--- config.mk ---
export PLATFORM = sky130hd
export DESIGN_NAME = reg_file
export DESIGN_NICKNAME = d
export VERILOG_FILES = /design/src/logic/reg_file.sv
export SDC_FILE = /design/constraint.sdc
export NUM_CORES = 2
export LEC_CHECK = 0
export BUFFER_PORTS_ARGS = -buffer_cell sky130_fd_sc_hd__buf_4
export CORE_ASPECT_RATIO = 0.5
export CORE_MARGIN = 8
export CORE_UTILIZATION = 58
export CTS_CLUSTER_DIAMETER = 150
export DETAILED_ROUTE_END_ITERATION = 7
export PLACE_DENSITY_LB_ADDON = 0.15
export SYNTH_ARGS = -nofsm -noshare
export SYNTH_HDL_FRONTEND = slang
export SYNTH_SLANG_ARGS = --single-unit
--- constraint.sdc ---
create_clock -name clk -period 35.1 [get_ports clk]
set_clock_uncertainty 0.05 [all_clocks]
set_input_delay 1.755 -clock clk [delete_from_list [all_inputs] [get_ports clk]]
set_output_delay 1.755 -clock clk [all_outputs]
set_load 0.005 [all_outputs]
--- src/logic/reg_file.sv ---
// Integer register file
module reg_file (
  input  logic        clk,
  input  logic        rst,
  input  logic [4:0]  rs1_addr,
  input  logic [4:0]  rs2_addr,
  output logic [31:0] rs1_val,
  output logic [31:0] rs2_val,
  input  logic        wb_en,
  input  logic [4:0]  wb_addr,
  input  logic [31:0] wb_data,
  input  logic [4:0]  dbg_addr, // Host readback
  output logic [31:0] dbg_data
);

  logic [31:0] regs [1:31]; // No storage behind x0

  function automatic logic [31:0] read_port(input logic [4:0] addr);
    read_port = (addr == 5'd0) ? 32'd0 : regs[addr];
  endfunction

  always_ff @(posedge clk or posedge rst) begin
    if (rst) begin
      for (int i = 1; i < 32; i++) regs[i] <= '0;
    end else if (wb_en && wb_addr != 5'd0) begin
      regs[wb_addr] <= wb_data;
    end
  end

  assign rs1_val  = read_port(rs1_addr);
  assign rs2_val  = read_port(rs2_addr);
  assign dbg_data = read_port(dbg_addr);

endmodule

## Word-level counts from Yosys, hierarchy flattened

Cells that the tools add are included.

| operators by class | value |
|---|---|
| $lt $le $gt $ge | 5 |
| multiplexer cells | 15 |
| bitwise operators | 4 |
| reduce and logical (&&, ||, !) cells | 6 |

Operator list:

| operator | count |
|---|---|
| 992-bit bitwise mux | 1 |
| 32-bit binary-select mux with 5-bit select | 3 |
| 32-bit 2-to-1 mux | 10 |
| 32-bit demux with 5-bit select | 1 |
| 6-bit >= comparator (second input constant) | 4 |
| 5-bit inverter with 6-bit output | 4 |
| 5-bit logical NOT | 3 |
| 6-bit by 1-bit less-than comparator with 1-bit output (second input constant) | 1 |
| 5-bit nonzero test | 1 |
| 1-bit logical AND | 2 |

| word-level totals | value |
|---|---|
| register bits after elaboration | 992 |
| bits of input ports | 55 |
| output and inout port bits | 96 |
| word-level logic and storage cells | 61 |

## Logic depth before layout (Yosys ltp)

| depth | value |
|---|---|
| depth in word-level cells | 6 |
| mapped depth | 9 |
| depth with buffers taken out | 5 |

## Worst setup path before layout

OpenSTA, ideal clock, no wires.

| timing path | value |
|---|---|
| path kind | input -> output |
| start | input rs1_addr[0] |
| end | output rs1_val[0] |
| arrival time | 3.365 ns |
| data required time | 33.295 ns |
| slack | 29.930 ns |
| stages | 8 |
| path buffers | 3 |
| path through | buf_2 -> buf_2 -> buf_2 -> mux4_2 -> mux2i_1 -> nand2_1 -> o211ai_1 -> o21ai_1 |

| on the way | value |
|---|---|
| cells in the longest elaborated chain, start to end | 5 |
| elaborated cells between the ends (all ways) | 6 |
| classes of those cells | mux: 4; bitwise: 1; reduce/logical: 1 |

Ends and longest elaborated chain:

| item | RTL line | source |
|---|---|---|
| start: declaration | 5 | `input logic [4:0] rs1_addr,` |
| 5-bit inverter with 6-bit output (implied by the code) | 19 | `read_port = (addr == 5'd0) ? 32'd0 : regs[addr];` |
| 32-bit binary-select mux with 5-bit select | 19 |  |
| 32-bit 2-to-1 mux (implied by the code) (2 in series) | 19 |  |
| 32-bit 2-to-1 mux (*) | 19 |  |
| end: declaration | 7 | `output logic [31:0] rs1_val,` |

Mark *: on every way between the ends. The rest lies on a longest branch, timed or not. The select of a mux whose other input is x is not followed.

## Worst setup path after layout

| timing path | value |
|---|---|
| start | input rs1_addr[0] |
| end | output rs1_val[12] |

The elaborated chain is that of the path after synthesis.

==> flow_summary.yaml <==
logic_synthesis:
  ys_seq_area_frac: 0.403
  async_flop_share: 1.00
  yosysWarningCount: 0
  syn_area_per_cell_um2: 13.6
  synth_area_leaders: "dfrtp_1 40%, mux4_2 21%, mux2_2 21%"
  synth.top_cell.area_share: 0.403
  synth-seq-cells: 992
  synth_edf_count: 0
  ys_types: 44
  yosysTopAreaCell: "dfrtp_1"
  synth_ff_type: "dfrtp_1"
  syn-cell-area_um2: 61600
  syn-num-nets: 4582
  syn_inst: 4527
final_layout:
  final_area_um2: 66700
  nets: 4424
  areaGrowthSynthToFinish_pct: 8.18
  largest_reg_flops: 992
  layout_common_cells: "1143 x mux2_2, 992 x dfrtp_1, 582 x mux4_2"
  regMostFlops: "regs"
  mostFrequentLayoutCell: "mux2_2"
  reg_top3: "regs (992)"
  drive_above_1_share: 0.491
critical_path:
  worstPathArrival_ns: 5.77
  critPathKind: "in2out"
  cp_slowest_stage_delay_ns: 0.80
  crit_path_cell_trace: "buf_8 > buf_12 > buf_4 > mux4_2 > mux2_2 > o211ai_1 > o21ai_1 > buf_4"
  required_ns: 33.29
  cp-start-kind: "input pin"
  slowest_stage: "buf_4"
  regToRegStartpoint: "regs[73]"
  reg2reg_slack_ns: 34.22
  r2r_end: "regs[73]"
  r2r_cells: 1
  cp_common_cell: "buf_4"
  cp-end-kind: "output port"
  critical_path.max_fanout: 96
outcome:
  outcome: "finished clean"
pwr:
  p_per_area_nw_per_um2: 54.5
  pwr-share-clk: 0.303
  p_switching_mw: 1.11
  pwr-share-seq: 0.438
  swShare: 0.306
  comb_power_share: 0.258
  p_int_mw: 2.53
  vdd_drop_max_mv: 0.0399
  cellLeakagePower_nw: 28.3
die:
  chipWidth_um: 477
  fp.dieH_um: 247
  ios: 151
  fp.coreArea_um2: 105000
  start_util: 0.586
  placementRows: 84
  dieArea_um2: 118000
drt:
  postRouteAntennaNets: 0
  drcViolationCount: 0
  wl_mm: 219
  drtPass1Iterations: 5
  wl_per_cell_um: 37.2
  vias_per_cell: 7.59
  vias: 44600
  drt_first_iter_violations: 6213
global_routing:
  grt_pass1_vias: 44700
  grt_use_total: 0.367
  overflow: 0
  antenna_found_initial: 10
  grt_max_degree: 178
  grt_pass1_wl_mm: 318
timing:
  relSlewSlack: 0.0618
  fmax_mhz: 132
  worst_pin_slew_ns: 1.39
  setup_violations: 0
  tns_ns: 0
  rsz0062_at_grt: "false"
  hold_viol: 0
  period_share: 0.216
  period_needed_ns: 7.57
  slew_violations: 0
clock_network:
  cts_sinks: 992
  cts_repair_resize_count: 0
  clk_pin_slew_worst_paths_ns: 0.07
  cts_hold_buf: 0
  tritoncts: "yes"
  htree_levels: 3
  numCtsBuffers: 94
  clock_latency_ns: 0.71
  post-cts-setup-buffer-count: 0
  clock_tree.buffer_depth: 3
  cts-root-buf: "clkbuf_16"
hold_path:
  min_delay_path_depth: 1
  hp-class: "reg2reg"
  hold-path-endpoint: "regs[455]"
  hold_start: "regs[455]"
run:
  cap_violations: 0
placed_design:
  portBuffers: 150
  hpwl_mm: 121
  place_area_um2: 63400
  gp_congestion: 0.876
## synth_stat cells, types with 74 or more instances
master    instances
mux2_2         1143
dfrtp_1         992
mux4_2          582
mux2i_1         278
clkbuf_1        250
nand2_1         234
buf_2           137
a21oi_1         124
nor2b_1         104
a221oi_1         99
nor3_1           80
buf_1            74
## power by group through the flow
| stage | Combinational [mW] | Clock [mW] | Sequential (mW) |
|---|---|---|---|
| after floorplan | 0.716 | 0 | 1.53 |
| after global placement | 0.907 | 0 | 1.58 |
| after detailed placement | 0.927 | 0 | 1.60 |
| after CTS | 0.931 | 1.11 | 1.58 |
| after global routing | 0.995 | 1.16 | 1.62 |
| final | 0.940 | 1.10 | 1.59 |
## how the worst max path moves through the flow
| stage | startpoint | to | slack, ns | cells past startpoint |
|---|---|---|---|---|
| floorplan | rst | regs[0] | 5.39 | 1 |
| global placement | rs1_addr[0] | rs1_val[12] | 27.61 | 8 |
| detailed placement | rs1_addr[0] | rs1_val[12] | 27.56 | 8 |
| CTS | rs1_addr[0] | rs1_val[12] | 27.54 | 8 |
| global route | rs1_addr[0] | rs1_val[13] | 27.32 | 8 |
| finish | rs1_addr[0] | rs1_val[12] | 27.53 | 8 |
## metal layers
layer / GRT usage / part of all wire / up-vias
met4: 0.164 / 0.052 / 6
met3: 0.124 / 0.13 / 618
met2: 0.526 / 0.43 / 3008
li1: - / - / 17300
met1: 0.510 / 0.40 / 23600
met5: 0 / 0.00016 / -
## area by class of cell
cell class	count	area (um2)
fill	7691	38500
sequential	992	24800
clock inverter	49	523
tap	1419	1780
inverter	3	21.3
antenna	5	12.5
multi-input combinational	3031	34800
timing repair buffer	247	2000
clock buffer	126	2730
## per-stage QoR
stage	cells	util	hold WS, ns	power, mW	worst slack, ns
floorplan	4527	-	0.458	2.24	5.39
global placement	5692	0.603	0.468	2.48	27.61
detailed placement	5692	0.603	0.482	2.53	27.56
CTS	5867	0.634	0.497	3.62	27.54
global route	5871	0.634	0.516	3.77	27.32
finish	5872	0.634	0.500	3.64	27.53
## critical path, delay by kind of cell
kind                   cells  cell delay (ns)
muxes                      2             0.90
AOI/OAI and AO/OA          2             0.51
buffers and inverters      4             2.38
## cells by family (layout without fill, tap and decap cells)
group,after synthesis,count (layout),share of synthesized area
multiplexers,2003,2003,0.467
flip-flops,992,992,0.403
AND/OR/NAND/NOR,560,560,0.0427
buffers and inverters,504,425,0.0362
AO/OA/AOI/OAI,468,468,0.0519
other,0,5,0
Note: power is estimated with default switching activity, not from simulation.
