--- config.mk ---
export PLATFORM = sky130hd
export DESIGN_NAME = host_axil
export DESIGN_NICKNAME = d
export VERILOG_FILES = /design/src/logic/rv_pkg.sv /design/src/logic/host_axil.sv
export SDC_FILE = /design/constraint.sdc
export NUM_CORES = 1
export LEC_CHECK = 0
export ABC_AREA = 1
export BUFFER_PORTS_ARGS = -buffer_cell sky130_fd_sc_hd__buf_4
export CAP_MARGIN = 20
export CORE_ASPECT_RATIO = 1.75
export CORE_MARGIN = 2
export CORE_UTILIZATION = 30
export DETAILED_ROUTE_END_ITERATION = 10
export MAX_ROUTING_LAYER = met4
export PLACE_DENSITY = 0.79
export SLEW_MARGIN = 20
export SYNTH_ARGS = -nofsm -noshare
export SYNTH_HDL_FRONTEND = slang
export SYNTH_SLANG_ARGS = --single-unit
--- constraint.sdc ---
create_clock -name clk -period 1.35 [get_ports clk]
set_input_delay 0 -clock clk [delete_from_list [all_inputs] [get_ports clk]]
set_output_delay 0 -clock clk [all_outputs]
set_load 0.02 [all_outputs]
--- src/logic/rv_pkg.sv ---
// RV32I core shared definitions
package rv_pkg;

  localparam logic [6:0] OPC_LUI    = 7'b0110111; // Load upper immediate
  localparam logic [6:0] OPC_OPIMM  = 7'b0010011; // Register-immediate ALU
  localparam logic [6:0] OPC_OP     = 7'b0110011; // Register-register ALU
  localparam logic [6:0] OPC_BRANCH = 7'b1100011; // Conditional branches
  localparam logic [6:0] OPC_JAL    = 7'b1101111; // Jump and link
  localparam logic [6:0] OPC_SYSTEM = 7'b1110011; // EBREAK lives here

  localparam logic [2:0] ALU_ADD   = 3'd0;
  localparam logic [2:0] ALU_SUB   = 3'd1;
  localparam logic [2:0] ALU_AND   = 3'd2;
  localparam logic [2:0] ALU_OR    = 3'd3;
  localparam logic [2:0] ALU_XOR   = 3'd4;
  localparam logic [2:0] ALU_SLT   = 3'd5; // Signed compare
  localparam logic [2:0] ALU_PASSB = 3'd6; // Second operand straight through

  localparam logic [15:0] ADDR_CTRL   = 16'h1000; // Bit 0 is run
  localparam logic [15:0] ADDR_STATUS = 16'h1004; // Halted, run
  localparam logic [15:0] ADDR_PC     = 16'h1008;
  localparam logic [15:0] ADDR_REGS   = 16'h1100; // x0..x31, word stride

  // One instruction word, five ways to look at it
  typedef union packed {
    struct packed {
      logic [6:0] funct7; logic [4:0] rs2; logic [4:0] rs1;
      logic [2:0] funct3; logic [4:0] rd;  logic [6:0] opcode;
    } r_fmt;
    struct packed {
      logic [11:0] imm; logic [4:0] rs1; logic [2:0] funct3;
      logic [4:0]  rd;  logic [6:0] opcode;
    } i_fmt;
    struct packed {
      logic imm_12; logic [5:0] imm_10_5; logic [4:0] rs2; logic [4:0] rs1;
      logic [2:0] funct3; logic [3:0] imm_4_1; logic imm_11; logic [6:0] opcode;
    } b_fmt;
    struct packed {
      logic [19:0] imm_31_12; logic [4:0] rd; logic [6:0] opcode;
    } u_fmt;
    struct packed {
      logic imm_20; logic [9:0] imm_10_1; logic imm_11; logic [7:0] imm_19_12;
      logic [4:0] rd; logic [6:0] opcode;
    } j_fmt;
  } instr_u;

endpackage

--- src/logic/host_axil.sv ---
// AXI4-Lite host port and run control
module host_axil #(
  parameter int IMEM_WORDS = 1024
) (
  input  logic        clk,
  input  logic        rst,
  input  logic [15:0] awaddr,
  input  logic        awvalid,
  output logic        awready,
  input  logic [31:0] wdata,
  input  logic        wvalid,
  output logic        wready,
  output logic [1:0]  bresp,
  output logic        bvalid,
  input  logic        bready,
  input  logic [15:0] araddr,
  input  logic        arvalid,
  output logic        arready,
  output logic [31:0] rdata,
  output logic [1:0]  rresp,
  output logic        rvalid,
  input  logic        rready,
  output logic        imem_we,
  output logic [9:0]  imem_addr,
  output logic [31:0] imem_data,
  output logic        restart,
  output logic        step,
  input  logic        halt_req,
  input  logic [31:0] pc,
  output logic [4:0]  dbg_addr,
  input  logic [31:0] dbg_data
);

  localparam logic [15:0] IMEM_BYTES = 16'(IMEM_WORDS * 4);

  logic        wr_hs;   // Address and data taken this cycle
  logic        rd_hs;
  logic        ctrl_wr;
  logic        run;
  logic        halted;
  logic [31:0] rd_sel;

  assign wr_hs   = awready && awvalid && wvalid;
  assign rd_hs   = arready && arvalid;
  assign ctrl_wr = wr_hs && (awaddr == rv_pkg::ADDR_CTRL);
  assign wready  = awready; // AW and W always accepted together
  assign bresp   = 2'b00;   // OKAY, unmapped writes dropped silently
  assign rresp   = 2'b00;

  assign imem_we   = wr_hs && (awaddr < IMEM_BYTES);
  assign imem_addr = awaddr[11:2];
  assign imem_data = wdata;
  assign restart   = ctrl_wr && wdata[0];
  assign step      = run && !halted;
  assign dbg_addr  = araddr[6:2];

  always_ff @(posedge clk or posedge rst) begin
    if (rst) begin
      awready <= 1'b0;
      bvalid  <= 1'b0;
      arready <= 1'b0;
      rvalid  <= 1'b0;
    end else begin
      awready <= awvalid && wvalid && !bvalid && !awready; // One-cycle pulse
      arready <= arvalid && !rvalid && !arready;
      if (wr_hs) bvalid <= 1'b1;
      else if (bready) bvalid <= 1'b0;
      if (rd_hs) rvalid <= 1'b1;
      else if (rready) rvalid <= 1'b0;
    end
  end

  // Start clears halted, a later halt sets it
  always_ff @(posedge clk or posedge rst) begin
    if (rst) begin
      run    <= 1'b0;
      halted <= 1'b0;
    end else if (ctrl_wr) begin
      run <= wdata[0];
      if (wdata[0]) halted <= 1'b0;
    end else if (halt_req) begin
      halted <= 1'b1;
    end
  end

  always_comb begin
    if (araddr == rv_pkg::ADDR_CTRL) rd_sel = {31'd0, run};
    else if (araddr == rv_pkg::ADDR_STATUS) rd_sel = {30'd0, run, halted};
    else if (araddr == rv_pkg::ADDR_PC) rd_sel = pc;
    else if (araddr[15:7] == rv_pkg::ADDR_REGS[15:7] && araddr[1:0] == 2'b00)
      rd_sel = dbg_data; // Register window, x0..x31
    else rd_sel = '0;
  end

  always_ff @(posedge clk) begin
    if (rd_hs) rdata <= rd_sel; // Held while rvalid waits
  end

endmodule

Word-level counts from Yosys, hierarchy flattened
Cells that the tools add are included.
Storage, ports and cells
  word-level logic and storage cells: 51
  bits of input ports: 136
  bits in registers: 38
Operators by class
  $lt $le $gt $ge: 1
  mux-type cells: 11
  equal/unequal tests: 6
  reduce and logical (&&, ||, !) cells: 24
Operator list (number)
  $eq A16 B13 Y1 const B: 4
  $mux W32: 2
  $lt A16 B13 Y1 const B: 1
  $logic_and A1 B1 Y1: 13
  $eq A9 B6 Y1 const B: 1
  $mux W1: 8
  $reduce_bool A2 Y1: 3
  $logic_not A1 Y1: 5
  $logic_not A2 Y1: 1
  $mux W2: 1
  $ne A2 B2 Y1 const B: 1
  $reduce_and A2 Y1: 1
  $reduce_or A2 Y1: 1

Depth between registers and ports, before layout
  depth in word-level cells: 6
  mapped depth: 8

Least setup slack after synthesis
No wires, ideal clock.
  path kind: reg-to-reg
  start: register arready
  end: register rdata[0] (enable)
  path buffers: 0
  required time: 0.963 ns
  slack: -0.222 ns
  cell stages (with the launch flop): 3
  clock period less this slack: 1.572 ns
  data arrival time: 1.185 ns
  path through: dfrtp_1 nand2_1 inv_1
On the way
  longest elaborated chain between the ends: 1
Ends and longest elaborated chain
  start, declared: RTL line host_axil.sv:18  | output logic arready,
  start signal, assigned: RTL line host_axil.sv:65  | arready <= arvalid && !rvalid && !arready;
  $logic_and A1 B1 Y1: RTL line host_axil.sv:44  | assign rd_hs = arready && arvalid;
  net rd_hs: RTL line host_axil.sv:37  | logic rd_hs;
  end signal, assigned: RTL line host_axil.sv:96  | if (rd_hs) rdata <= rd_sel;
  end, declared: RTL line host_axil.sv:19  | output logic [31:0] rdata,
The timed path passes the listed nets, and every way through them passes these cells.
A chain may end at the register's enable or synchronous reset.

Worst setup path in the final report
  start: register awready
  end: output imem_we
On the way
  longest elaborated chain between the ends: 3
Ends and longest elaborated chain
  start, declared: RTL line host_axil.sv:9  | output logic awready,
  start signal, assigned: RTL line host_axil.sv:64  | awready <= awvalid && wvalid && !bvalid && !awready;
  $logic_and A1 B1 Y1 (2 in series): RTL line host_axil.sv:43  | assign wr_hs = awready && awvalid && wvalid;
  $logic_and A1 B1 Y1: RTL line host_axil.sv:50  | assign imem_we = wr_hs && (awaddr < IMEM_BYTES);
  end, declared: RTL line host_axil.sv:23  | output logic imem_we,
No other way between the ends.

==> results.md <==
Power:
- The power share of the combinational group is 20.7%.
- The internal power summed over all cells is between 2 and 2.5 mW.
- The clock share of power is between 30% and 40%.
- Across the VDD grid, the largest voltage drop is 0.000386 V.
- Sequential cells account for a little over two fifths of the total power.
- In this run the static leakage power is 1.92 nW.
- Of the total power, the share spent switching nets is 24.7%.
- For this design the ratio of total power to cell area is about 790 mW/mm².
- Power comes to approximately 3.1 mW.
- In this run the power spent charging and discharging nets is 0.772 mW.

Place:
- Detailed placement finished with a half-perimeter wire length of roughly 7.5 mm.
- The placement-stage cell area is around 0.0037 mm².
- Buffers placed on the I/O ports in this run total 160.
- The routability congestion estimate from global placement is just under 0.9.
- Timing analysis after detailed placement gives a worst setup slack of between 0.004 and 0.005 ns.

Setup path:
- The maximum cell stage delay along the critical path is 0.39 ns.
- Grouping stages by cell kind, the critical path spends the most delay in simple AND/OR/NAND/NOR gates.
- The top fanout value on the critical path is 4.
- For the worst setup path, the data arrival time is ~1.3 ns.
- The critical-path cell with the highest stage delay is dfrtp_1.
- The setup path with the least slack is of type flop to output pin.
- The worst setup path is launched from a flop.
- Walking the worst path, the cells encountered are nand3_2, nor4_2, buf_4.
- The worst setup path is captured at an output pin.
- The required time at the endpoint of the critical path is between 1 and 1.5 ns.
- Counting both buffers and inverters, the worst setup path holds a total of 1.

Cells and area:
- The fraction of final layout cells with drive strength greater than 1 is 41.4%.
- At the end of the flow, the number of nets in the layout was 606.
- The fill cell total of the finished layout is approximately 900.
- Compared with the post-synthesis result, the final layout area differs by 44.5%.
- The number of diodes is 0.
- The final design instance area without fill is roughly 0.004 mm².

STA:
- Setup repair after global routing left no endpoint under its margin.
- The worst-case clock skew is 0.00393 ns.
- Setup violations remaining at the end of the flow were counted as 0.
- The maximum clock rate is around 780 MHz.
- In the final timing run, aggregate negative setup slack is 0 ns.
- The final number of max-transition violations was 0.
- Once routing completed, OpenROAD measured the worst setup slack at ~0.065 ns.
- The final count of hold timing violations was 0.
- The worst hold-check slack is approximately 0.00003 ns.
- The final critical path takes up roughly 95% of the cycle.
- The clock period could shrink to 1.29 ns.

Detailed routing:
- The DRC violation count after routing is 0.
- The wire length per cell is ~16 µm.
- The number of nets with antenna violations after detailed routing is 0.
- For this block, the initial DRC count from the detailed router was ~120.
- The first-pass detailed-route iteration total is 4.
- Summed over all layers, the routed wires come to 9.27 mm.
- Using the TritonRoute via totals, the vias-per-cell ratio works out to around 4.5.
- The via total after detailed routing is 2680.

Synthesis:
- Synthesis instantiated 23 different standard cells from the library.
- After technology mapping, the gate count stands at 350.
- The post-synthesis cell area is between 0.002 and 0.003 mm².
- The total of flip-flops plus latches after synthesis is 38.
- The mean instance size in the synthesized netlist is 7.78 µm².
- The sequential cell area fraction in the yosys report is roughly two fifths.
- The number of warnings reported in the yosys synthesis log is 0.

GRT:
- The initial antenna violation count came to 0.
- The global-route wire length before repair is roughly 13 mm.
- The largest net degree at the start of global routing is just over 40.
- The remaining global-route overflow is 0.
- Global routing used between 10% and 20% of the available tracks across all layers.
- The via count of the first global-routing pass is between 2000 and 3000.

Die:
- The area inside the core boundary is 0.00892 mm².
- The number of core rows is 46.
- The area of the die is roughly 0.01 mm².
- For this configuration, the core starts out at a cell density of 30.5%.
- Pin placement for this block handled between 200 and 250 I/O pins.
- The floorplan die width is between 70 and 80 µm.
- The floorplan step set the die height to around 130 µm.

Clock network:
- In this run the deepest clock path goes through 2 buffers.
- The clock transition at the registers of the reported paths is approximately 0.060 ns.
- The insertion delay of the later-clocked pin in the worst-skew pair is 0.28 ns.
- The CTS tree is done.
- The clock tree synthesis step divided the H-tree into 2 levels.
- The clock net sink count is 38.
- The clock root buffer is clkbuf_16.
- The total clock buffers created by CTS is 5.

Run status:
- The run finished with clean final reports.

Min path:
- The type of the worst min-delay path is input port to output pin.

Flow run:
- The number of max-cap violations is 0.
-- power by group through the flow --
stage / combinational [mW] / sequential (mW) / clock (mW)
floorplan: 0.311 / 1.45 / 0
global placement: 0.613 / 1.38 / 0
detailed placement: 0.621 / 1.38 / 0
CTS: 0.645 / 1.36 / 1.17
global route: 0.689 / 1.36 / 1.20
finish: 0.647 / 1.35 / 1.12
-- area by class of cell --
class | instances | area [µm²] | area share [%]
repair buffers | 177 | 1410 | 35.9
flip-flops and latches | 38 | 1110 | 28.3
multi-input cells | 198 | 932 | 23.7
inverters | 50 | 191 | 4.86
well taps | 120 | 150 | 3.82
clock buffers | 6 | 129 | 3.28
clock inverters | 2 | 8.76 | 0.223
-- Yosys cell counts (all sizes together) --
cell type | instances | area (µm²)
nor3 | 5 | 47.5
nor4 | 2 | 12.5
dfrtp | 6 | 150
conb | 1 | 3.75
o21ai | 35 | 179
nand4 | 4 | 25.0
edfxtp | 32 | 961
nand2 | 48 | 185
a21oi | 2 | 10.0
inv | 50 | 188
nand3 | 41 | 210
buf | 67 | 518
nor2 | 57 | 234
-- sequential cells by signal (all words and copies together) (netlist names) --
register  flops
awready       1
run           1
rdata        32
bvalid        1
halted        1
arready       1
rvalid        1
-- worst paths after layout --
check                           cells after the start         startpoint            endpoint  slack [ns]
worst min-delay path                                0          wdata[20]       imem_data[20]     0.00003
worst max-delay path                                3  awready$_DFF_PP0_             imem_we        0.06
min in group asynchronous                           3                rst  rvalid$_DFFE_PP0P_        0.20
worst min register to register                      1  arready$_DFF_PP0_   arready$_DFF_PP0_        0.46
worst max register to register                      3  arready$_DFF_PP0_  rvalid$_DFFE_PP0P_        0.10
max in group asynchronous                           3                rst   arready$_DFF_PP0_        0.92
-- what timing repair did --
action	in CTS	in global routing
resized for setup	1	2
hold buffers	8	0
hold endpoints to repair	11	0
pin swaps	0	2
endpoints found under the setup margin	1	2
setup buffers	0	2
-- stage by stage --
step	instances	utilization (%)
global placement	573	41.4
CTS	589	43.9
detailed placement	573	41.4
finish	591	44.1
floorplan	353	-
global route	591	44.1
-- logic make-up (layout without fill, tap and decap cells) --
kind of cell | after synthesis | in the layout | synth area share [%]
flip-flops | 38 | 38 | 40.8
other | 1 | 4 | 0.138
AO/OA/AOI/OAI | 37 | 37 | 6.94
buffers and inverters | 117 | 235 | 25.9
AND/OR/NAND/NOR | 157 | 157 | 26.2
-- layout by cell type (no fill, tap or decap), types with 2 or more instances in the layout --
cell type / n
nor2_2: 2
a21oi_1: 2
nor2_4: 2
nand3_2: 2
nor3_1: 3
dfrtp_1: 5
nand4_1: 4
conb_1: 4
nor3_4: 2
edfxtp_1: 32
nand3_1: 39
nand2_1: 45
dlygate4sd3_1: 8
clkbuf_16: 5
nor2_1: 53
nand2_2: 3
o21ai_0: 4
o21ai_1: 30
inv_1: 44
buf_4: 164
inv_2: 5
buf_12: 5
-- per-layer routing --
layer,vias to the layer above,track usage [%],part of all wire [%]
met3,51,10.5,16
met2,151,32.0,50
met4,0,13.5,6.5
li1,1303,-,-
met5,-,-,0
met1,1175,14.6,28
Power figures use the tool's default switching activity.
