[config.mk]
export PLATFORM = sky130hd
export DESIGN_NAME = decode_ctrl_flat
export DESIGN_NICKNAME = d
export VERILOG_FILES = /design/src/logic/rv_pkg.sv /design/src/logic/exec_if.sv /design/src/logic/decode_ctrl.sv /design/src/flat_wrapper.sv
export SDC_FILE = /design/constraint.sdc
export NUM_CORES = 1
export LEC_CHECK = 0
export ABC_AREA = 1
export BUFFER_PORTS_ARGS = -buffer_cell sky130_fd_sc_hd__buf_4
export CAP_MARGIN = 25
export CORE_AREA = 8 8 104 106
export DETAILED_ROUTE_END_ITERATION = 6
export DIE_AREA = 0 0 112 114
export GPL_TIMING_DRIVEN = 1
export SLEW_MARGIN = 30
export SYNTH_ARGS = -nofsm -noshare
export SYNTH_HDL_FRONTEND = slang
export SYNTH_SLANG_ARGS = --single-unit
[constraint.sdc]
create_clock -name vclk -period 3.5
set_input_delay 0.7 -clock vclk [all_inputs]
set_output_delay 0.7 -clock vclk [all_outputs]
set_load 0.02 [all_outputs]
[src/logic/rv_pkg.sv]
// RV32I core shared definitions
package rv_pkg;

  localparam logic [6:0] OPC_LUI    = 7'b0110111; // Load upper immediate
  localparam logic [6:0] OPC_OPIMM  = 7'b0010011; // Register-immediate ALU
  localparam logic [6:0] OPC_OP     = 7'b0110011; // Register-register ALU
  localparam logic [6:0] OPC_BRANCH = 7'b1100011; // Conditional branches
  localparam logic [6:0] OPC_JAL    = 7'b1101111; // Jump and link
  localparam logic [6:0] OPC_SYSTEM = 7'b1110011; // EBREAK lives here

  localparam logic [2:0] ALU_ADD   = 3'd0;
  localparam logic [2:0] ALU_SUB   = 3'd1;
  localparam logic [2:0] ALU_AND   = 3'd2;
  localparam logic [2:0] ALU_OR    = 3'd3;
  localparam logic [2:0] ALU_XOR   = 3'd4;
  localparam logic [2:0] ALU_SLT   = 3'd5; // Signed compare
  localparam logic [2:0] ALU_PASSB = 3'd6; // Second operand straight through

  localparam logic [15:0] ADDR_CTRL   = 16'h1000; // Bit 0 is run
  localparam logic [15:0] ADDR_STATUS = 16'h1004; // Halted, run
  localparam logic [15:0] ADDR_PC     = 16'h1008;
  localparam logic [15:0] ADDR_REGS   = 16'h1100; // x0..x31, word stride

  // One instruction word, five ways to look at it
  typedef union packed {
    struct packed {
      logic [6:0] funct7; logic [4:0] rs2; logic [4:0] rs1;
      logic [2:0] funct3; logic [4:0] rd;  logic [6:0] opcode;
    } r_fmt;
    struct packed {
      logic [11:0] imm; logic [4:0] rs1; logic [2:0] funct3;
      logic [4:0]  rd;  logic [6:0] opcode;
    } i_fmt;
    struct packed {
      logic imm_12; logic [5:0] imm_10_5; logic [4:0] rs2; logic [4:0] rs1;
      logic [2:0] funct3; logic [3:0] imm_4_1; logic imm_11; logic [6:0] opcode;
    } b_fmt;
    struct packed {
      logic [19:0] imm_31_12; logic [4:0] rd; logic [6:0] opcode;
    } u_fmt;
    struct packed {
      logic imm_20; logic [9:0] imm_10_1; logic imm_11; logic [7:0] imm_19_12;
      logic [4:0] rd; logic [6:0] opcode;
    } j_fmt;
  } instr_u;

endpackage

[src/logic/exec_if.sv]
// Decode to execute bundle
interface exec_if;

  logic [31:0] pc;        // Address of the instruction in decode
  logic [31:0] rs1_val;
  logic [31:0] rs2_val;
  logic [31:0] imm;       // Sign-extended, format already resolved
  logic [2:0]  alu_op;
  logic        use_imm;   // ALU operand B from imm
  logic        is_branch;
  logic        branch_ne; // BNE, inverts the equality test
  logic        is_jal;
  logic [4:0]  rd_addr;
  logic        rd_we;     // Already low for rd zero
  logic        is_halt;   // EBREAK

  modport decode (
    output pc, rs1_val, rs2_val, imm, alu_op, use_imm,
           is_branch, branch_ne, is_jal, rd_addr, rd_we, is_halt
  );

  modport execute (
    input pc, rs1_val, rs2_val, imm, alu_op, use_imm,
          is_branch, branch_ne, is_jal, rd_addr, rd_we, is_halt
  );

endinterface

[src/logic/decode_ctrl.sv]
// Instruction decode and immediate generation
module decode_ctrl (
  input  logic [31:0] pc,
  input  logic [31:0] instr,
  output logic [4:0]  rs1_addr,
  output logic [4:0]  rs2_addr,
  input  logic [31:0] rs1_val,
  input  logic [31:0] rs2_val,
  exec_if.decode      ex
);

  localparam logic [31:0] EBREAK_WORD = 32'h0010_0073;

  rv_pkg::instr_u iw;
  logic [31:0]    imm_i;
  logic [31:0]    imm_b;
  logic [31:0]    imm_u;
  logic [31:0]    imm_j;
  logic [6:0]     opcode;
  logic           we;

  assign iw     = instr;
  assign opcode = iw.r_fmt.opcode;

  assign imm_i = {{20{iw.i_fmt.imm[11]}}, iw.i_fmt.imm};
  assign imm_b = {{20{iw.b_fmt.imm_12}}, iw.b_fmt.imm_11, iw.b_fmt.imm_10_5,
                  iw.b_fmt.imm_4_1, 1'b0};
  assign imm_u = {iw.u_fmt.imm_31_12, 12'b0};
  assign imm_j = {{12{iw.j_fmt.imm_20}}, iw.j_fmt.imm_19_12, iw.j_fmt.imm_11,
                  iw.j_fmt.imm_10_1, 1'b0};

  // U and J have no rs1, only R and B read rs2
  assign rs1_addr = (opcode == rv_pkg::OPC_LUI || opcode == rv_pkg::OPC_JAL) ?
                    5'd0 : iw.r_fmt.rs1;
  assign rs2_addr = (opcode == rv_pkg::OPC_OP || opcode == rv_pkg::OPC_BRANCH) ?
                    iw.r_fmt.rs2 : 5'd0;

  assign ex.pc      = pc;
  assign ex.rs1_val = rs1_val;
  assign ex.rs2_val = rs2_val;
  assign ex.rd_addr = iw.r_fmt.rd;
  assign ex.rd_we   = we && (iw.r_fmt.rd != 5'd0); // x0 never written

  always_comb begin
    ex.imm       = '0;
    ex.alu_op    = rv_pkg::ALU_ADD;
    ex.use_imm   = 1'b0;
    ex.is_branch = 1'b0;
    ex.branch_ne = 1'b0;
    ex.is_jal    = 1'b0;
    ex.is_halt   = 1'b0;
    we           = 1'b0; // Anything unmatched retires as a no-op
    case (opcode)
      rv_pkg::OPC_LUI: begin
        ex.imm     = imm_u;
        ex.use_imm = 1'b1;
        ex.alu_op  = rv_pkg::ALU_PASSB;
        we         = 1'b1;
      end
      rv_pkg::OPC_OPIMM: begin
        ex.imm     = imm_i;
        ex.use_imm = 1'b1;
        we         = 1'b1;
        case (iw.i_fmt.funct3)
          3'b000:  ex.alu_op = rv_pkg::ALU_ADD;
          3'b010:  ex.alu_op = rv_pkg::ALU_SLT;
          3'b100:  ex.alu_op = rv_pkg::ALU_XOR;
          3'b110:  ex.alu_op = rv_pkg::ALU_OR;
          3'b111:  ex.alu_op = rv_pkg::ALU_AND;
          default: we = 1'b0; // Shifts and SLTIU not supported
        endcase
      end
      rv_pkg::OPC_OP: begin
        we = 1'b1;
        case ({iw.r_fmt.funct7, iw.r_fmt.funct3})
          10'b0000000_000: ex.alu_op = rv_pkg::ALU_ADD;
          10'b0100000_000: ex.alu_op = rv_pkg::ALU_SUB;
          10'b0000000_010: ex.alu_op = rv_pkg::ALU_SLT;
          10'b0000000_100: ex.alu_op = rv_pkg::ALU_XOR;
          10'b0000000_110: ex.alu_op = rv_pkg::ALU_OR;
          10'b0000000_111: ex.alu_op = rv_pkg::ALU_AND;
          default:         we = 1'b0;
        endcase
      end
      rv_pkg::OPC_BRANCH: begin
        ex.imm       = imm_b;
        ex.is_branch = (iw.b_fmt.funct3 == 3'b000) || (iw.b_fmt.funct3 == 3'b001);
        ex.branch_ne = iw.b_fmt.funct3[0];
      end
      rv_pkg::OPC_JAL: begin
        ex.imm    = imm_j;
        ex.is_jal = 1'b1;
        we        = 1'b1; // Link value chosen in execute
      end
      rv_pkg::OPC_SYSTEM: ex.is_halt = (instr == EBREAK_WORD);
      default: ;
    endcase
  end

endmodule

[src/flat_wrapper.sv]
// flat-port wrapper written by rule: the top's interface ports become plain ports
module decode_ctrl_flat 
  (pc, instr, rs1_addr, rs2_addr, rs1_val, rs2_val, ex_pc, ex_rs1_val, ex_rs2_val, ex_imm, ex_alu_op, ex_use_imm, ex_is_branch, ex_branch_ne, ex_is_jal, ex_rd_addr, ex_rd_we, ex_is_halt);
  exec_if ex_i ();
  input  logic [31:0] pc;
  input  logic [31:0] instr;
  output logic [4:0] rs1_addr;
  output logic [4:0] rs2_addr;
  input  logic [31:0] rs1_val;
  input  logic [31:0] rs2_val;
  output wire logic [$bits(ex_i.pc)-1:0] ex_pc;
  output wire logic [$bits(ex_i.rs1_val)-1:0] ex_rs1_val;
  output wire logic [$bits(ex_i.rs2_val)-1:0] ex_rs2_val;
  output wire logic [$bits(ex_i.imm)-1:0] ex_imm;
  output wire logic [$bits(ex_i.alu_op)-1:0] ex_alu_op;
  output wire logic [$bits(ex_i.use_imm)-1:0] ex_use_imm;
  output wire logic [$bits(ex_i.is_branch)-1:0] ex_is_branch;
  output wire logic [$bits(ex_i.branch_ne)-1:0] ex_branch_ne;
  output wire logic [$bits(ex_i.is_jal)-1:0] ex_is_jal;
  output wire logic [$bits(ex_i.rd_addr)-1:0] ex_rd_addr;
  output wire logic [$bits(ex_i.rd_we)-1:0] ex_rd_we;
  output wire logic [$bits(ex_i.is_halt)-1:0] ex_is_halt;
  assign ex_pc = ex_i.pc;
  assign ex_rs1_val = ex_i.rs1_val;
  assign ex_rs2_val = ex_i.rs2_val;
  assign ex_imm = ex_i.imm;
  assign ex_alu_op = ex_i.alu_op;
  assign ex_use_imm = ex_i.use_imm;
  assign ex_is_branch = ex_i.is_branch;
  assign ex_branch_ne = ex_i.branch_ne;
  assign ex_is_jal = ex_i.is_jal;
  assign ex_rd_addr = ex_i.rd_addr;
  assign ex_rd_we = ex_i.rd_we;
  assign ex_is_halt = ex_i.is_halt;
  decode_ctrl u_core (.pc(pc), .instr(instr), .rs1_addr(rs1_addr), .rs2_addr(rs2_addr), .rs1_val(rs1_val), .rs2_val(rs2_val), .ex(ex_i));
endmodule
# Word-level counts from Yosys, hierarchy flattened
# Cells that the tools add are included.
[op_classes]
add_sub_neg = 0
mul = 0
div = 0
order_cmp = 0
n_eq_ne = 17
shift = 0
muxes = 14
bitwise = 0
n_reduce_logical = 11
[ops]
columns = ["op", "n"]
rows = [
  ["32-bit one-hot mux with 4 select lines", 1],
  ["32-bit by 21-bit equality test with 1-bit output (second input constant)", 1],
  ["10-bit by 3-bit equality test with 1-bit output (second input constant)", 3],
  ["7-bit equality test (second input constant)", 3],
  ["3-bit one-hot mux with 5 select lines", 1],
  ["7-bit by 6-bit equality test with 1-bit output (second input constant)", 2],
  ["3-bit one-hot mux with 4 select lines", 1],
  ["10-bit by 2-bit equality test with 1-bit output (second input constant)", 1],
  ["10-bit by 9-bit equality test with 1-bit output (second input constant)", 1],
  ["10-bit zero test", 1],
  ["5-bit 2-to-1 mux", 2],
  ["3-bit equality test (second input constant)", 3],
  ["3-bit one-hot mux with 3 select lines", 1],
  ["7-bit by 5-bit equality test with 1-bit output (second input constant)", 1],
  ["1-bit 2-to-1 mux", 7],
  ["6-bit OR reduction", 1],
  ["5-bit nonzero test", 1],
  ["5-bit OR reduction", 1],
  ["2-bit OR reduction", 2],
  ["3-bit by 1-bit equality test with 1-bit output (second input constant)", 1],
  ["3-bit by 2-bit equality test with 1-bit output (second input constant)", 1],
  ["3-bit zero test", 1],
  ["1-bit logical OR", 3],
  ["1-bit one-hot mux with 3 select lines", 1],
  ["1-bit logical AND", 1],
]
[totals]
reg_bits = 0
latchBits = 0
ramBits = 0
mem_bits_ro = 0
input_bits = 128
output_inout_bits = 152
word_cells = 42
memories = 0

# Logic depth before layout (Yosys ltp)
[logic_depth]
word_depth = 5
ltp_mapped = 9
mapped_depth_nobuf = 9

# Worst setup path after synthesis
# OpenSTA, ideal clock, no wires.
[synth_timing]
path_kind = "input-to-output"
startpoint = "input instr[29]"
endpoint = "output ex_is_halt"
t_arrival_ns = 1.611
t_required_ns = 2.800
path_slack_ns = 1.189
path_stages = 5
n_path_buf = 0
cell_sequence = "inv_1 nand2_1 nor2_2 inv_1 nor3_1"
[synth_via]
elab_chain_cells = 2
[synth_rtl]
columns = ["element", "line", "rtl"]
rows = [
  ["start, declared", "flat_wrapper.sv:6", "input logic [31:0] instr;"],
  ["32-bit by 21-bit equality test with 1-bit output", "decode_ctrl.sv:95", "rv_pkg::OPC_SYSTEM: ex.is_halt = (instr == EBREAK_WORD);"],
  ["1-bit 2-to-1 mux", "decode_ctrl.sv:53", "case (opcode)"],
  ["end, declared", "flat_wrapper.sv:22", "output wire logic [$bits(ex_i.is_halt)-1:0] ex_is_halt;"],
]
# No other way between the ends.

# Final worst setup path
[layout_timing]
startpoint = "input instr[1]"
endpoint = "output ex_imm[20]"
[layout_via]
elab_chain_cells = 2
word_cells_on_any_way = 5
cone_classes = "4 x eq/ne; 1 x mux"
[layout_rtl]
columns = ["element", "line", "rtl"]
rows = [
  ["7-bit equality test (tied with other cells)", "decode_ctrl.sv:53", ""],
  ["32-bit one-hot mux with 4 select lines *", "decode_ctrl.sv:53", ""],
  ["end, declared", "flat_wrapper.sv:14", "output wire logic [$bits(ex_i.imm)-1:0] ex_imm;"],
]
# Mark *: on every way between the ends. The rest lies on a longest branch, timed or not.

==> out/results.txt <==
CTS Hold Buffers Added: 0
Peak VDD IR: 0.0299 mV
Max-slew headroom: 49.6%
Startpoint class of the critical path: input pin
I/O pins: 280
Number of max-cap violations: 0
Required time of the critical path: 2.80 ns
Overall routed net length: 6.31 mm
Diode insertion count for antenna repair: 0
Run status: complete, no violations
Total power divided by cell area: 69.1 nW/um^2
Initial cell density of the core: 17.1%
Number of warnings issued by yosys: 0
Die Y: 114 microns
Storage element area: 0 sq um
Path category of the worst min-delay check: input pin to primary output
Endpoint arrival time on the critical path: 2.22 ns
Initial antenna violation count: 0
Final hold slack: 1.40 ns
Post-route insts no fill: 345
Total half-perimeter wirelength after legalization and detailed placement: 5.55 mm
Seq/Total Area, Yosys: 0%
Clock buffer cells: 0
Critical path, cell by cell: buf_4, nand2_1, nor2_2, nand2_2, inv_2, o21ai_2, o211ai_1, buf_4
Cell repeated most along the worst path: buf_4
Fraction of power consumed by combinational cells: 100.0%
Core Footprint: 9110 sq um
Most area-consuming cells after synthesis: buf_4, o211ai_2, nor2_1
Horizontal die dimension: 112 microns
Internal Power: 0.0472 mW
Relative area change from synthesis to final layout: 0.884%
Share of final-layout standard cells stronger than drive strength 1: 50.0%
Global-route congestion overflow total: 0
Cell type group with the largest total delay on the critical path: compound AO/OA/AOI/OAI gates
Crit-path max FO: 11
Clock power share: 0%
Sequential cell fraction of total power: 0%
Post-CTS resize count: 0
Setup repair bufs after CTS: 0
Slew at the pin with the worst max-slew slack: 0.756 ns
Worst stage delay on the critical path: 0.60 ns
Number of library cell types mapped by synthesis: 25
Power, Total: 0.109 mW
Leakage power of the design: 0.947 nW
Cell taking the most area after synthesis: buf_4
Sw Share: 56.6%
Total of buffers placed on input and output ports: 88
Slowest stage cell on the critical path: o21ai_2
Total Die Area: 12,800 sq um
# DRC: 0
Post-Syn Nets: 378
Maximum number of pins on one net before global-route repair: 17
Final Hold Violating Endpoints: 0
First-pass GRT wire length: 9.07 mm
Drt wl/cell: 18.3 microns
Cells after synthesis: 250
Share of the synthesized area in the top cell type: 48.7%
Worst path buffer plus inverter count: 3
ANT nets after route: 0
Upper clock frequency limit: 343 MHz
CP Class: input pin to primary output
Crit share post-route: 83.3%
Setup crit end kind: primary output
Max Slew Vio Count: 0
Via total after detailed routing: 1,470
Weighted congestion at the end of routability-driven global placement: 0.814
Mapped Area: 1560 sq um
Count of TritonRoute iterations in the first routing pass: 4
Layout Nets: 364
Overall track demand over capacity in global routing: 8.97%
Vias in the first global route: 1,561
Via-per-instance ratio: 4.26
Seq cells: 0
DRC violation total after the first TritonRoute iteration: 88
RSZ-0062 raised after global routing: false
Setup TNS: 0 ns
Number of standard-cell rows in the floorplan: 35
Min Tclk post-route: 2.92 ns
Synthesized area per cell: 6.23 sq um
Net Switching: 0.0615 mW
Number of placed cells counting well taps: 345
Setup-violating endpoint count in the final report: 0
[routing by layer]
layer | share of wire [%] | GRT usage (%) | wire (microns) | vias up
met5 | 0 | 0 | 0 | -
li1 | - | - | - | 656
met2 | 48 | 15.8 | 3040 | 122
met1 | 34 | 8.90 | 2140 | 648
met3 | 12 | 3.49 | 774 | 44
met4 | 5.6 | 5.31 | 352 | 0
[cell usage after synthesis]
master,number
nand4_1,7
a21oi_2,1
a22o_1,2
buf_2,1
nand2_1,28
o21ai_1,8
o211ai_2,10
nand3b_1,1
nand3_1,5
nor2_1,29
inv_1,27
nor3b_2,1
inv_2,5
o21ai_2,2
nand3b_4,1
a21oi_1,1
and3_1,1
o211ai_1,2
nand2_2,4
o221ai_1,2
nor3_1,3
o21ai_0,1
buf_6,2
nor2_2,5
buf_4,101
[cells in the final DEF, fill, tap and decap left out]
master    instances
nand3b_4          1
o211ai_2         10
nand3_1           5
a21oi_1           1
nand2_1          28
o21ai_1           8
nand3b_1          1
a22o_1            2
nor3b_2           1
inv_2             5
o21ai_2           2
nor2_2            5
nand4_1           7
o221ai_1          2
nor2_1           29
nor3_1            3
inv_1            27
buf_4            88
o211ai_1          2
nand2_2           4
o21ai_0           1
and3_1            1
a21oi_2           1
[path summary, 6_finish.rpt]
check / start / end / slack (ns) / cells past startpoint
setup / recovery: instr[1] / ex_imm[20] / 0.58 / 8
hold / removal: pc[14] / ex_pc[14] / 1.40 / 0
[logic make-up (layout without fill, tap and decap cells)]
group | Yosys count | after routing | synth area share [%]
AND/OR/NAND/NOR | 85 | 85 | 25.7
AO/OA/AOI/OAI | 29 | 29 | 16.1
buffers and inverters | 136 | 120 | 58.2
[final cells by class]
cell class                      instances  area, sq um
Fill cell                            1065         7540
Inverter                               32          120
Multi-Input combinational cell        114          652
Tap cell                              111          139
Timing Repair Buffer                   88          661
[through the flow]
step / util [%] / setup WS (ns) / cell area [sq um]
6_report: 17.3 / 0.584 / 1570
2_1_floorplan: - / 1.19 / 1560
4_1_cts: 17.3 / 0.552 / 1570
3_3_place_gp: 17.3 / 0.644 / 1570
5_1_grt: 17.3 / 0.463 / 1570
3_5_place_dp: 17.3 / 0.567 / 1570
[power by group through the flow]
stage	clock [mW]	sequential, mW	combinational (mW)
final	0	0	0.109
after global routing	0	0	0.118
after CTS	0	0	0.110
after detailed placement	0	0	0.110
after global placement	0	0	0.110
after floorplan	0	0	0.211
Note: power is estimated with default switching activity, not from simulation.
